<file path="src/rtl/snoop_filter_pkg.sv">
// =========================================================================
// Shared definitions for the snoop filter
// Geometry constants, vector types, opcode and state enums, bus structs
// =========================================================================

package snoop_filter_pkg;

    // =========================================================================
    // Geometry
    // =========================================================================

    localparam int num_sets         = 16;
    localparam int num_ways         = 4;
    localparam int num_nodes        = 16;
    localparam int line_offset_bits = 6;
    localparam int addr_width       = 32;
    localparam int set_bits         = $clog2(num_sets);
    localparam int tag_bits         = addr_width - set_bits - line_offset_bits;

    // =========================================================================
    // Vector types
    // =========================================================================

    typedef logic [addr_width-1:0]          addr_t;
    typedef logic [$clog2(num_nodes)-1:0]   node_id_t;
    typedef logic [num_nodes-1:0]           node_mask_t;
    typedef logic [tag_bits-1:0]            tag_t;
    typedef logic [set_bits-1:0]            set_idx_t;
    typedef logic [$clog2(num_ways)-1:0]    way_idx_t;
    typedef logic [1:0]                     lru_age_t;
    typedef logic [$clog2(num_nodes+1)-1:0] sharer_count_t;
    typedef logic [3:0]                     threshold_t;
    typedef logic [31:0]                    stat_count_t;

    // =========================================================================
    // Enums
    // =========================================================================

    // Snoop kind, carried through to the output untouched
    typedef enum logic [1:0] {
        snp_shared  = 2'd0,
        snp_unique  = 2'd1,
        snp_clean   = 2'd2,
        snp_invalid = 2'd3
    } snp_opcode_e;

    // Directory tracking operations
    typedef enum logic [1:0] {
        track_add_sharer    = 2'd0,
        track_remove_sharer = 2'd1,
        track_set_exclusive = 2'd2,
        track_invalidate    = 2'd3
    } track_op_e;

    typedef enum logic [1:0] {
        sf_idle    = 2'd0,
        sf_lookup  = 2'd1,
        sf_respond = 2'd2
    } sf_state_e;

    // =========================================================================
    // Structs
    // =========================================================================

    typedef struct packed {
        addr_t       addr;
        snp_opcode_e opcode;
        node_id_t    src;
    } snoop_req_t;

    typedef struct packed {
        addr_t       addr;
        snp_opcode_e opcode;
        node_mask_t  targets;
        node_id_t    src;
    } snoop_out_t;

    typedef struct packed {
        addr_t     addr;
        node_id_t  node;
        track_op_e op;
    } track_req_t;

    // One way of one set in the tag array
    typedef struct packed {
        logic       valid;
        tag_t       tag;
        node_mask_t sharers;
        lru_age_t   age;
    } filter_entry_t;

    typedef struct packed {
        logic       hit;
        node_mask_t sharers;
    } lookup_result_t;

    typedef struct packed {
        logic       filter_en;
        logic       bcast_mode;
        threshold_t threshold;
    } sf_cfg_t;

    typedef struct packed {
        stat_count_t total;
        stat_count_t filtered;
        stat_count_t bcast;
    } sf_stats_t;

endpackage
</file>
<file path="src/rtl/sf_snoop_ctrl.sv">
// =========================================================================
// Snoop request controller
// FSM with request capture, registered output and statistics counters
// =========================================================================

module sf_snoop_ctrl
    import snoop_filter_pkg::*;
(
    input  logic       clk,
    input  logic       rst_n,

    // Incoming snoop
    input  logic       req_valid,
    output logic       req_ready,
    input  snoop_req_t req,

    // Captured request, looked up by the tag array
    output snoop_req_t held_req,

    // Decision from the target select
    input  node_mask_t targets,
    input  logic       broadcast,

    // Filtered snoop out
    output logic       out_valid,
    input  logic       out_ready,
    output snoop_out_t out,

    output sf_stats_t  stats
);

    sf_state_e state;
    sf_state_e state_next;
    logic      accept;

    // =========================================================================
    // Handshakes
    // =========================================================================

    // One snoop in flight, so ready only while idle
    assign req_ready = (state == sf_idle);
    assign accept    = req_valid && req_ready;
    assign out_valid = (state == sf_respond);

    // =========================================================================
    // FSM
    // =========================================================================

    always_comb begin
        state_next = state;
        case (state)
            sf_idle: begin
                if (accept) begin
                    state_next = sf_lookup;
                end
            end
            sf_lookup: begin
                state_next = sf_respond;
            end
            sf_respond: begin
                if (out_ready) begin
                    state_next = sf_idle;
                end
            end
            default: begin
                state_next = sf_idle;
            end
        endcase
    end

    always_ff @(posedge clk or negedge rst_n) begin
        if (!rst_n) begin
            state <= sf_idle;
        end else begin
            state <= state_next;
        end
    end

    // =========================================================================
    // Request capture and output register
    // =========================================================================

    always_ff @(posedge clk) begin
        if (accept) begin
            held_req <= req;
        end
    end

    // Loaded once per snoop, then held through any stall
    always_ff @(posedge clk) begin
        if (state == sf_lookup) begin
            out.addr    <= held_req.addr;
            out.opcode  <= held_req.opcode;
            out.targets <= targets;
            out.src     <= held_req.src;
        end
    end

    // =========================================================================
    // Statistics
    // =========================================================================

    always_ff @(posedge clk or negedge rst_n) begin
        if (!rst_n) begin
            stats <= '0;
        end else if (state == sf_lookup) begin
            stats.total <= stats.total + stat_count_t'(1);
            if (broadcast) begin
                stats.bcast <= stats.bcast + stat_count_t'(1);
            end else begin
                stats.filtered <= stats.filtered + stat_count_t'(1);
            end
        end
    end

endmodule

</file>
<file path="config.mk">
export PLATFORM = sky130hd
export DESIGN_NAME = sf_snoop_ctrl
export DESIGN_NICKNAME = d
export VERILOG_FILES = /design/src/rtl/snoop_filter_pkg.sv /design/src/rtl/sf_snoop_ctrl.sv
export SDC_FILE = /design/constraint.sdc
export NUM_CORES = 1
export LEC_CHECK = 0
export ABC_AREA = 1
export ABC_CLOCK_PERIOD_IN_PS = 9260
export BUFFER_PORTS_ARGS = -buffer_cell sky130_fd_sc_hd__buf_2
export CORE_AREA = 2 2 153 155
export DETAILED_ROUTE_END_ITERATION = 8
export DIE_AREA = 0 0 155 157
export GPL_TIMING_DRIVEN = 0
export REMOVE_ABC_BUFFERS = 1
export SLEW_MARGIN = 10
export SYNTH_ARGS = -nofsm -noshare
export SYNTH_HDL_FRONTEND = slang
export SYNTH_SLANG_ARGS = --single-unit
export TNS_END_PERCENT = 10
</file>
<file path="constraint.sdc">
create_clock -name clk -period 9.26 [get_ports clk]
set_input_delay 2.778 -clock clk [delete_from_list [all_inputs] [get_ports clk]]
set_output_delay 2.778 -clock clk [all_outputs]
set_load 0.01 [all_outputs]
</file>
==> flow_summary.ini <==
[setup_path]
crit_path_end_kind = primary output
worst_setup_path_start_kind = register
path_max_fanout = 5
required_ns = 6.48
worstSetupPathType = reg -> out
worstPathArrival_ns = 1.36

[floorplan]
die_y_um = 157
dieArea_um2 = 24340
initial_utilization = 0.3668
rows = 55
io_pins = 249
core_area_um2 = 22500
die_w_um = 155

[sta]
fmax_mhz = 241.7
fin_skew_ns = 0.01864
rsz0062_at_grt = no
slew-limit-headroom = 0.4761
whs_ns = 0.4458
finalMaxSlewViolations = 0
setup_viol = 0
finalHoldViolations = 0
tns_ns = 0
fin_crit_sh = 0.4468
min_period_ns = 4.137
tightestPinTransition_ns = 0.7824

[clock_network]
path_clk_slew_ns = 0.08
postCtsSetupBuffers = 0
cts_tree = built
htreeDepth = 4
cts_buffer_depth = 2
post_cts_resized = 0
clock_latency_ns = 0.43
numCtsBuffers = 17
cts_hold_repair.buffers = 0
root_buffer = clkbuf_16
cts_sinks = 190

[routing]
drc = 0
first_iter_violations = 294
postRouteAntennaNets = 0
firstDrtPassIters = 4
vias_per_cell = 4.622
routedWlPerCell_um = 15.35
drt-total-wl_um = 20770
vias = 6254

[logic_synthesis]
yosys_warnings = 0
synth_top_family_by_area = simple AND/OR/NAND/NOR gates
syn_inst = 781
syn-cell-area_um2 = 8253
ys_ff_latch = 190
ys.flop_type = dfrtp_1
synthTopCellsByArea = edfxtp_1 33%, dfrtp_1 30%, nand2_1 9.2%
synth_mux_area_frac = 0
synth-edff-count = 92
yosysSeqAreaShare = 0.6319
synthAdderAreaFrac = 0.004548
ys_types = 31
synth_compound_gate_area_share = 0.002426
synth_top_area_frac = 0.3347
syn_area_per_cell_um2 = 10.57
synth_xor_area_frac = 0.06777
ys_async_sr_fraction = 0.5158
synth_area_leader_cell = edfxtp_1
synth-simple-area-share = 0.2508

[power_and_ir_drop]
p_seq_frac = 0.494
comb_power_share = 0.169
p_leak_nw = 5.143
power_switching_w = 0.0006904
clkPwrFrac = 0.337
switching_share = 0.3076
p_per_area_nw_per_um2 = 212.3
internal_power_w = 0.001554
peakVddDrop_uv = 136.3

[grt]
track_usage = 0.1742
grt_use_met1 = 0.2209
grt_start_max_net_pins = 56
grt_use_met3 = 0.04791
grt_pass1_wl_um = 32920
overflow = 0
first_global_vias = 5984
use_met2 = 0.2929
antenna_found_initial = 2
grt_busiest_layer = met2

[cells_and_area]
regArea_um2 = 5215
layout.nets = 1115
final_area_um2 = 10570
fillers = 2165
fin_cells = 1353
syn_to_final_growth_pct = 28.08
multi_input_area_um2 = 2691
drive_gt1_frac = 0.3049

[placed_design]
io_buffers = 248
place_area_um2 = 9948
gp_congestion = 0.8408
dp_cells = 1319
dpl.hpwl_um = 16310

[hold_path]
worstHoldPathType = reg -> reg

[outcome]
status = finished clean

[job]
cap_violations = 0
[state kept, by name (all words and copies together), names as in the netlist]
name	count
stats	96
state	2
out	54
held_req	38
[worst max-delay path: stages, from the launching register on]
cell and delay [ns]:
dfrtp_1 0.53, inv_4 0.10, nor2_1 0.13, buf_2 0.17
[final cells by class]
class	instances	share of cell area
Timing Repair Buffer	254	0.1272
Multi-Input combinational cell	500	0.2546
Clock inverter	14	0.01681
Sequential cell	190	0.4934
Inverter	90	0.03220
Antenna cell	2	0.0004735
Clock buffer	18	0.04155
Tap cell	285	0.03374
[metal layers]
metal / up-vias / share of wire
met5: - / 0
met4: 0 / 0.013
met3: 22 / 0.073
met2: 207 / 0.48
met1: 2934 / 0.43
li1: 3091 / -
[kinds of logic after synthesis]
logic type	Yosys count
and+or+nand+nor	430
DFF	190
AOI/OAI and AO/OA	4
adders and majority gates	3
buffers and inverters	91
xor gates and xnor gates	63
[cells in the final DEF (no fill, tap or decap), types with 3 or more instances in the layout]
cell       count
inv_1         88
nor2_4         9
clkinv_8       4
o21ai_0        3
xnor2_1       30
nor3_1         9
buf_4          3
dfrtp_1       98
nand4_1       29
nor2_8         3
edfxtp_1      92
nor2_1        92
inv_8          4
nand3b_1       8
nand2_1      202
nand3_1       49
xor2_1        32
ha_1           3
inv_6          3
nand2_4        4
nand3_4        3
clkbuf_16     17
buf_2        247
nor2_2         9
[cell usage after synthesis (all sizes together) (2+ instances only)]
cell type,instances
nand3,53
nor2,113
xor2,32
inv,90
and2,2
o21ai,4
nor3,12
nand3b,8
nand4,30
ha,3
nor3b,3
dfrtp,98
xnor2,31
edfxtp,92
nand2,208
[power by group through the flow]
stage | logic [W] | registers, W | clock network, W
final | 0.000378 | 0.00111 | 0.000756
after global routing | 0.000418 | 0.00113 | 0.000811
after CTS | 0.000390 | 0.00111 | 0.000781
after detailed placement | 0.000390 | 0.00113 | 0
after global placement | 0.000361 | 0.00113 | 0
after floorplan | 0.000124 | 0.00118 | 0
[worst paths after layout]
| kind | end | start | depth (start not counted) | slack [ns] |
|---|---|---|---|---|
| min in group asynchronous | stats[23]$_DFFE_PN0P_ | rst_n | 1 | 2.26 |
| worst max register to register | stats[91]$_DFFE_PN0N_ | state[0]$_DFFE_PN0P_ | 8 | 7.23 |
| worst min register to register | out[33]$_DFFE_PN_ | held_req[17]$_DFFE_PP_ | 0 | 0.45 |
| max in group asynchronous | stats[71]$_DFFE_PN0N_ | rst_n | 2 | 6.37 |
| worst max-delay path | out_valid | state[1]$_DFFE_PN0P_ | 3 | 5.12 |
| worst min-delay path | out[33]$_DFFE_PN_ | held_req[17]$_DFFE_PP_ | 0 | 0.45 |
[through the flow]
stage               power (W)  utilization  setup slack, ns
global placement     0.001494       0.4373            1.802
CTS                  0.002282       0.4695            5.077
finish               0.002244       0.4697            5.123
floorplan            0.001304            -            3.199
global route         0.002355       0.4695            5.053
detailed placement   0.001519       0.4421            5.046
Power figures use the tool's default switching activity.
