**config.mk**
```make
export PLATFORM = sky130hd
export DESIGN_NAME = sf_target_select
export DESIGN_NICKNAME = d
export VERILOG_FILES = /design/src/rtl/snoop_filter_pkg.sv /design/src/rtl/sf_target_select.sv
export SDC_FILE = /design/constraint.sdc
export NUM_CORES = 1
export LEC_CHECK = 0
export BUFFER_PORTS_ARGS = -buffer_cell sky130_fd_sc_hd__buf_2
export CELL_PAD_IN_SITES_DETAIL_PLACEMENT = 0
export CELL_PAD_IN_SITES_GLOBAL_PLACEMENT = 2
export CORE_ASPECT_RATIO = 0.9
export CORE_UTILIZATION = 24
export DETAILED_ROUTE_END_ITERATION = 10
export PLACE_DENSITY = 0.88
export SYNTH_ARGS = -nofsm -noshare
export SYNTH_HDL_FRONTEND = slang
export SYNTH_SLANG_ARGS = --single-unit
```
**constraint.sdc**
```tcl
create_clock -name vclk -period 8.01
set_input_delay 1.2015 -clock vclk [all_inputs]
set_output_delay 1.2015 -clock vclk [all_outputs]
set_load 0.1 [all_outputs]
```
**src/rtl/snoop_filter_pkg.sv**
```systemverilog
// =========================================================================
// Shared definitions for the snoop filter
// Geometry constants, vector types, opcode and state enums, bus structs
// =========================================================================

package snoop_filter_pkg;

    // =========================================================================
    // Geometry
    // =========================================================================

    localparam int num_sets         = 16;
    localparam int num_ways         = 4;
    localparam int num_nodes        = 16;
    localparam int line_offset_bits = 6;
    localparam int addr_width       = 32;
    localparam int set_bits         = $clog2(num_sets);
    localparam int tag_bits         = addr_width - set_bits - line_offset_bits;

    // =========================================================================
    // Vector types
    // =========================================================================

    typedef logic [addr_width-1:0]          addr_t;
    typedef logic [$clog2(num_nodes)-1:0]   node_id_t;
    typedef logic [num_nodes-1:0]           node_mask_t;
    typedef logic [tag_bits-1:0]            tag_t;
    typedef logic [set_bits-1:0]            set_idx_t;
    typedef logic [$clog2(num_ways)-1:0]    way_idx_t;
    typedef logic [1:0]                     lru_age_t;
    typedef logic [$clog2(num_nodes+1)-1:0] sharer_count_t;
    typedef logic [3:0]                     threshold_t;
    typedef logic [31:0]                    stat_count_t;

    // =========================================================================
    // Enums
    // =========================================================================

    // Snoop kind, carried through to the output untouched
    typedef enum logic [1:0] {
        snp_shared  = 2'd0,
        snp_unique  = 2'd1,
        snp_clean   = 2'd2,
        snp_invalid = 2'd3
    } snp_opcode_e;

    // Directory tracking operations
    typedef enum logic [1:0] {
        track_add_sharer    = 2'd0,
        track_remove_sharer = 2'd1,
        track_set_exclusive = 2'd2,
        track_invalidate    = 2'd3
    } track_op_e;

    typedef enum logic [1:0] {
        sf_idle    = 2'd0,
        sf_lookup  = 2'd1,
        sf_respond = 2'd2
    } sf_state_e;

    // =========================================================================
    // Structs
    // =========================================================================

    typedef struct packed {
        addr_t       addr;
        snp_opcode_e opcode;
        node_id_t    src;
    } snoop_req_t;

    typedef struct packed {
        addr_t       addr;
        snp_opcode_e opcode;
        node_mask_t  targets;
        node_id_t    src;
    } snoop_out_t;

    typedef struct packed {
        addr_t     addr;
        node_id_t  node;
        track_op_e op;
    } track_req_t;

    // One way of one set in the tag array
    typedef struct packed {
        logic       valid;
        tag_t       tag;
        node_mask_t sharers;
        lru_age_t   age;
    } filter_entry_t;

    typedef struct packed {
        logic       hit;
        node_mask_t sharers;
    } lookup_result_t;

    typedef struct packed {
        logic       filter_en;
        logic       bcast_mode;
        threshold_t threshold;
    } sf_cfg_t;

    typedef struct packed {
        stat_count_t total;
        stat_count_t filtered;
        stat_count_t bcast;
    } sf_stats_t;

endpackage
```
**src/rtl/sf_target_select.sv**
```systemverilog
// =========================================================================
// Broadcast decision and snoop target mask
// =========================================================================

module sf_target_select
    import snoop_filter_pkg::*;
(
    input  lookup_result_t lookup,
    input  sf_cfg_t        cfg,
    input  node_id_t       src,
    output node_mask_t     targets,
    output logic           broadcast
);

    sharer_count_t sharer_count;
    node_mask_t    src_bit;
    node_mask_t    base_mask;

    // Population count of the hit mask
    always_comb begin
        sharer_count = '0;
        for (int i = 0; i < num_nodes; i++) begin
            sharer_count = sharer_count + sharer_count_t'(lookup.sharers[i]);
        end
    end

    // Any one of these forces a broadcast
    assign broadcast = cfg.bcast_mode
                    || !cfg.filter_en
                    || !lookup.hit
                    || (sharer_count >= sharer_count_t'(cfg.threshold));

    assign base_mask = broadcast ? '1 : lookup.sharers;

    // The requester is never snooped
    assign src_bit = node_mask_t'(1) << src;
    assign targets = base_mask & ~src_bit;

endmodule

```
==> results of run 1 <==
## cell families after synthesis
family / after synthesis / synth area share [%]
AOI/OAI and AO/OA: 22 / 24.7
xor gates and xnor gates: 2 / 2.43
adders and majority gates: 19 / 43.4
buffers and inverters: 30 / 18.2
and+or+nand+nor: 15 / 11.3
## worst max path at each step
stage / end / slack, ns / depth (start not counted)
floorplan: targets[12] / 0.29 / 16
finish: targets[5] / 0.97 / 16
CTS: targets[5] / 0.93 / 16
detailed placement: targets[5] / 0.94 / 16
global route: targets[5] / 0.67 / 16
global placement: targets[5] / 0.98 / 16
## power by group
part           internal (mW)  total, mW  leakage (nW)  switching [mW]
combinational         0.0834      0.254         0.537           0.170
clock                      0          0             0               0
sequential                 0          0             0               0
total                 0.0834      0.254         0.537           0.170
## layout make-up
class                      count  area [um^2]  area share [%]
multi-input combinational     58          589            61.1
inverter                      28          105            10.9
timing repair buffer          44          220            22.8
tap                           40         50.0            5.19
## cell usage after synthesis (all sizes together)
cell | n | share of area, %
o21a | 4 | 4.2
o32a | 2 | 2.8
a21o | 2 | 2.1
a221o | 1 | 1.4
nand2 | 3 | 1.6
nor2b | 5 | 4.3
o21ai | 1 | 0.69
ha | 9 | 16
a2bb2oi | 9 | 11
buf | 2 | 3.6
inv | 28 | 15
o22a | 1 | 1.2
fa | 10 | 28
nand3 | 4 | 2.8
xor2 | 1 | 1.2
a21oi | 2 | 1.4
nand4bb | 1 | 1.6
xnor2 | 1 | 1.2
nor2 | 2 | 1.0
## layer usage
metal  share of wire (%)  track usage (%)
met5                   0                0
met4                   0             1.55
met3                 4.3            0.240
met2                  51             20.0
met1                  45             15.0
## through the flow
step / std cells / instance area [um^2]
after floorplan: 88 / 721
after global placement: 170 / 965
after detailed placement: 170 / 965
after CTS: 170 / 965
after global routing: 170 / 965
final: 170 / 965
## worst max-delay path: cells and delay by family
| family | cells | cell delay, ns |
|---|---|---|
| fa+ha+maj | 7 | 2.87 |
| compound gates | 3 | 0.95 |
| simple gates | 1 | 0.05 |
| xor+xnor | 1 | 0.16 |
| buf+inv | 4 | 0.61 |
==> key figures, run 1 <==
Global routing
  • Initial antenna violation count: 0
  • Global-route wire length before repair: 2860 um
  • Vias in the first global route: approximately 750
  • GRT Util Overall: 11.0%
  • Pin count of the biggest net entering global routing: 18
  • Gr ovfl total: 0

Detailed routing
  • Routed vias: around 760
  • Vias per Instance: 4.45
  • Antenna Nets Post-Route: 0
  • Routed WL per cell: 9.77 um
  • Initial DRT Pass Iterations: 4
  • Routed wire length: 1660 um
  • DRT iter0 DRCs: 8
  • DRC: 0

Setup path
  • Crit Path Category: input pin to output pin
  • Setup crit end kind: output pin
  • Critical Path Max Stage Delay: roughly 0.57 ns
  • Top cell by count, worst path: fa_1
  • WP data arrival: roughly 6 ns
  • Critical path launch point: lookup[0]
  • CP max-delay cell: fa_1
  • CP required: 6.81 ns
  • CP cell instances: buf_2, inv_1, fa_1, fa_1, fa_1, fa_1, inv_1, ha_1, fa_1, xor2_1, ha_1, nand2_1, o21ai_0, a221o_1, o32a_1, buf_2
  • Critical path peak fanout: 17
  • CP startpoint kind: input pin

Clocking
  • Cts repair resizes: 0
  • # hold bufs at CTS: 0
  • Post-CTS Setup Inserts: 0

Outcome
  • Outcome: finished clean

Timing
  • Final Critical Period: 7.04 ns
  • Hold Vio Cnt, Final: 0
  • Headroom to the max-slew limit: 61.8%
  • Final worst slack: 0.968 ns
  • Fin. max-slew vios: 0
  • Final critical-path share of the clock period: roughly 88%
  • Worst hold slack: 2.92 ns
  • Slew @ Worst Pin: 0.573 ns
  • Final setup viols: 0
  • RSZ-0062 raised after global routing: no
  • Setup TNS: 0 ns
  • Peak Freq: roughly 140 MHz

Cells and area
  • Layout cells sized above 1: about a third
  • Reg area: 0 um^2
  • Final sequential cell count: 0
  • P&R area growth vs syn: 33.9%
  • Final Net Count: 178
  • Antenna cells: 0
  • Fillers: about 320
  • Clk_buf instances: 0
  • Most frequent cells in the layout: 44 x buf_2, 28 x inv_1, 10 x fa_1
  • Commonest non-fill, non-tap cell in the layout: buf_2
  • Final core utilization: between 30% and 40%

Floorplan
  • Chip height: 54.0 um
  • Die Wd: 59.8 um
  • Core box area: 2790 um^2
  • Initial Util: between 20 and 30%
  • I/O pin cnt: 44
  • Full die area: between 3000 and 4000 um^2
  • FP Rows: 18

Hold path
  • Hold endpoint: targets[12]
  • WHS Path Cells: 3
  • Worst hold path type: input pin to output pin
  • HP Start: lookup[12]

Run
  • Max-cap viol count: 0

Place
  • Place WS: 0.940 ns
  • Placer Congestion: about 0.77
  • # port buffers: 44
  • HPWL after DPL: 1570 um

Power
  • Leak pwr: 0.537 nW
  • Power, Total: 0.254 mW
  • Peak supply drop: 0.0777 mV
  • PwrDens: 263 nW/um^2

Synth
  • Syn_nets: 134
  • Cell area after synthesis: 721 um^2
  • Netlist cell types: 20
  • Yosys warns: 0
  • Register area share after synthesis: 0%
  • Syn Area/Cell: ~8 um^2
  • Cells after Synth: 88
No activity file was read; power rests on OpenSTA's default activity.
==> inputs of run 2 (changes only) <==
Settings changed: CELL_PAD_IN_SITES_GLOBAL_PLACEMENT 2 to 1, CORE_UTILIZATION 24 to 32, PLACE_DENSITY 0.88 to 0.89.
==> key figures, run 2 (same netlist as run 1, synthesis figures left out) <==
Global routing
  • GRT Max-Usage Layer: met2
  • GRT Util Overall: 15.1%
  • Gr ovfl total: 0
  • Pin count of the biggest net entering global routing: 18
  • Met1 GRT Util: 20.7%
  • Global-route wire length before repair: roughly 2800 um
  • Met3 Usage GRT: 0.647%
  • Grt met2 use: 27.7%
  • Vias in the first global route: 658
  • Initial antenna violation count: 0

Floorplan
  • Die Wd: ~52 um
  • Core box area: 2010 um^2
  • I/O pin cnt: 44
  • FP Rows: 15
  • Full die area: 2450 um^2
  • Chip height: between 40 and 50 um
  • Initial Util: between 30% and 40%

Run
  • Max-cap viol count: 0

Cells and area
  • Final sequential cell count: 0
  • Final Net Count: 178
  • Fillers: 198
  • Antenna cells: 0
  • Area taken by multi-input logic gates: between 500 and 600 um^2
  • Layout cells sized above 1: 33.8%
  • Most frequent cells in the layout: 44 x buf_2, 28 x inv_1, 10 x fa_1
  • Commonest non-fill, non-tap cell in the layout: buf_2
  • Clk_buf instances: 0
  • P&R area growth vs syn: 31.3%
  • Fin area: 946 um^2
  • Reg area: 0 um^2

Detailed routing
  • Vias per Instance: 4.76
  • Routed wire length: 1750 um
  • DRC: 0
  • DRT iter0 DRCs: 13
  • Routed vias: about 740
  • Initial DRT Pass Iterations: 4
  • Routed WL per cell: 11.3 um
  • Antenna Nets Post-Route: 0

Timing
  • Hold Vio Cnt, Final: 0
  • Final Critical Period: between 7 and 8 ns
  • Setup TNS: 0 ns
  • Fin. max-slew vios: 0
  • Peak Freq: 143 MHz
  • Slew @ Worst Pin: 0.578 ns
  • RSZ-0062 raised after global routing: no
  • Final setup viols: 0
  • Headroom to the max-slew limit: 61.5%
  • Final critical-path share of the clock period: 87.6%

Setup path
  • CP max-delay cell: fa_1
  • Critical path peak fanout: 17
  • Crit Path Category: input pin to output pin
  • CP startpoint kind: input pin
  • WP data arrival: 5.81 ns
  • Setup crit end kind: output pin
  • CP bufs+invs: 4
  • CP cell instances: buf_2, inv_1, fa_1, fa_1, fa_1, fa_1, inv_1, ha_1, fa_1, xor2_1, ha_1, nand2_1, o21ai_0, a221o_1, o32a_1, buf_2
  • Top cell by count, worst path: fa_1
  • Critical path's top delay family: adder cells
  • Critical Path Max Stage Delay: ~0.56 ns
  • CP required: 6.81 ns

Place
  • HPWL after DPL: roughly 1600 um
  • # port buffers: 44
  • Placer Congestion: about 0.8
  • Area after DPL: about 950 um^2

Clocking
  • Cts repair resizes: 0
  • Post-CTS Setup Inserts: 0
  • # hold bufs at CTS: 0

Power
  • Peak supply drop: 0.122 mV
  • PwrDens: approximately 270 nW/um^2
  • Leak pwr: 0.537 nW

Hold path
  • Worst hold path type: input pin to output pin

Outcome
  • Outcome: finished clean
run 2: cell counts in the layout (fill, tap and decap cells not counted):
No cell type changed its count.
run 2: through the flow:
step | instances | worst slack (ns) | power [mW] | hold slack (ns) | utilization (%)
after floorplan | 88 | 0.294 | 0.217 | 2.84 | -
after global placement | 155 | 1.04 | 0.253 | 2.93 | 47.1
after detailed placement | 155 | 1.01 | 0.258 | 2.92 | 47.1
after CTS | 155 | 0.997 | 0.258 | 2.93 | 47.1
after global routing | 155 | 0.769 | 0.286 | 2.94 | 47.1
final | 155 | 0.997 | 0.256 | 2.92 | 47.1
run 2: power breakdown:
group / switching (mW) / internal (mW)
combinational: 0.172 / 0.0840
sequential: 0 / 0
clock: 0 / 0
run 2: worst paths after layout:
check / start / end / slack [ns] / depth (start not counted)
worst max-delay path: lookup[5] / targets[5] / 1.0 / 16
worst min-delay path: lookup[9] / targets[9] / 2.92 / 3
run 2: cell type report:
cell class,instances,share of cell area (%)
multi-input combinational,58,62.3
tap,25,3.31
inverter,28,11.1
timing repair buffer,44,23.3
run 2: worst min-delay path, cell delays in order:
cell	delay, ns
buf_2	0.10
a2bb2oi_1	0.13
buf_2	0.29
run 2: routing by layer:
layer  vias up  wire length, um
li1        375                -
met1       344              772
met2        19              903
met3         0               77
met4         0                0
met5         -                0
==> inputs of run 3 (changes only) <==
Settings changed: PLACE_DENSITY 0.89 to 0.93.
==> key figures, run 3 (same netlist as run 1, synthesis figures left out) <==
Cells and area
  • Final Net Count: 178
  • Most frequent cells in the layout: 44 x buf_2, 28 x inv_1, 10 x fa_1
  • P&R area growth vs syn: 31.3%
  • Antenna cells: 0
  • Final sequential cell count: 0
  • Commonest non-fill, non-tap cell in the layout: buf_2
  • Layout cells sized above 1: 33.8%
  • Reg area: 0 um^2
  • Clk_buf instances: 0

Clocking
  • Post-CTS Setup Inserts: 0
  • # hold bufs at CTS: 0
  • Cts repair resizes: 0

Timing
  • RSZ-0062 raised after global routing: no
  • Slew @ Worst Pin: 0.592 ns
  • Setup TNS: 0 ns
  • Fin. max-slew vios: 0
  • Final setup viols: 0
  • Hold Vio Cnt, Final: 0
  • Final critical-path share of the clock period: 88.2%
  • Peak Freq: 142 MHz
  • Final Critical Period: 7.07 ns
  • Headroom to the max-slew limit: ~60%

Detailed routing
  • Routed vias: 736
  • Antenna Nets Post-Route: 0
  • Routed WL per cell: 10.5 um
  • Routed wire length: ~1600 um
  • DRT iter0 DRCs: 10
  • Initial DRT Pass Iterations: 4
  • DRC: 0
  • Vias per Instance: about 4.7

Global routing
  • GRT Util Overall: between 10% and 20%
  • Global-route wire length before repair: 2670 um
  • Pin count of the biggest net entering global routing: 18
  • Vias in the first global route: 640
  • Gr ovfl total: 0
  • Initial antenna violation count: 0

Hold path
  • HP Start: lookup[9]
  • Worst hold path type: input pin to output pin
  • WHS Path Cells: 3

Setup path
  • Setup crit end kind: output pin
  • CP startpoint kind: input pin
  • Critical path launch point: lookup[5]
  • Crit Path Category: input pin to output pin
  • WP data arrival: roughly 5.9 ns
  • CP required: 6.81 ns
  • Critical path peak fanout: 17

Power
  • PwrDens: 271 nW/um^2
  • Power, Total: 0.256 mW
  • Leak pwr: roughly 0.54 nW
  • Peak supply drop: 0.175 mV

Floorplan
  • Full die area: 2450 um^2
  • Die Wd: 52.0 um
  • FP Rows: 15
  • Chip height: about 47 um
  • I/O pin cnt: 44
  • Core box area: 2010 um^2
  • Initial Util: between 30% and 40%

Outcome
  • Outcome: finished clean

Place
  • Placer Congestion: 0.788
  • # port buffers: 44
  • HPWL after DPL: 1490 um

Run
  • Max-cap viol count: 0
==> run 3: final cells by class <==
class	count	area (um^2)
Inverter	28	105
Tap cell	25	31.3
Timing Repair Buffer	44	220
Multi-Input combinational cell	58	589
Fill cell	213	1060
==> run 3: path summary, 6_finish.rpt <==
| check | endpoint | slack (ns) |
|---|---|---|
| worst max-delay path | targets[8] | 0.94 |
| worst min-delay path | targets[9] | 2.93 |
==> run 3: worst max-delay path, cell delays in order <==
cell and delay (ns):
buf_2 0.11, inv_1 0.06, fa_1 0.55, fa_1 0.43
fa_1 0.48, fa_1 0.50, inv_1 0.05, ha_1 0.20
fa_1 0.41, xor2_1 0.16, ha_1 0.29, nand2_1 0.04
o21ai_0 0.14, a221o_1 0.55, a2bb2oi_1 0.23, buf_2 0.45
==> run 3: metrics by stage <==
step                util, %  hold slack, ns  cell area, um^2  worst slack [ns]  cells
floorplan                 -            2.84              721             0.294     88
global placement       47.1            2.92              946              1.04    155
detailed placement     47.1            2.93              946             0.954    155
CTS                    47.1            2.93              946             0.952    155
global route           47.1            2.94              946             0.650    155
finish                 47.1            2.93              946             0.943    155
==> run 3: report_power, final <==
part / total, mW / switching, mW / internal (mW)
combinational: 0.256 / 0.172 / 0.0839
sequential: 0 / 0 / 0
clock: 0 / 0 / 0
==> run 3: routing by layer <==
| layer | track usage, % | routed length (um) | up-vias | share of wire [%] |
|---|---|---|---|---|
| met5 | 0 | 0 | - | 0 |
| met4 | 0 | 0 | 0 | 0 |
| met3 | 0 | 55 | 0 | 3.4 |
| met2 | 25.1 | 808 | 14 | 49 |
| met1 | 21.3 | 770 | 344 | 47 |
| li1 | - | - | 378 | - |
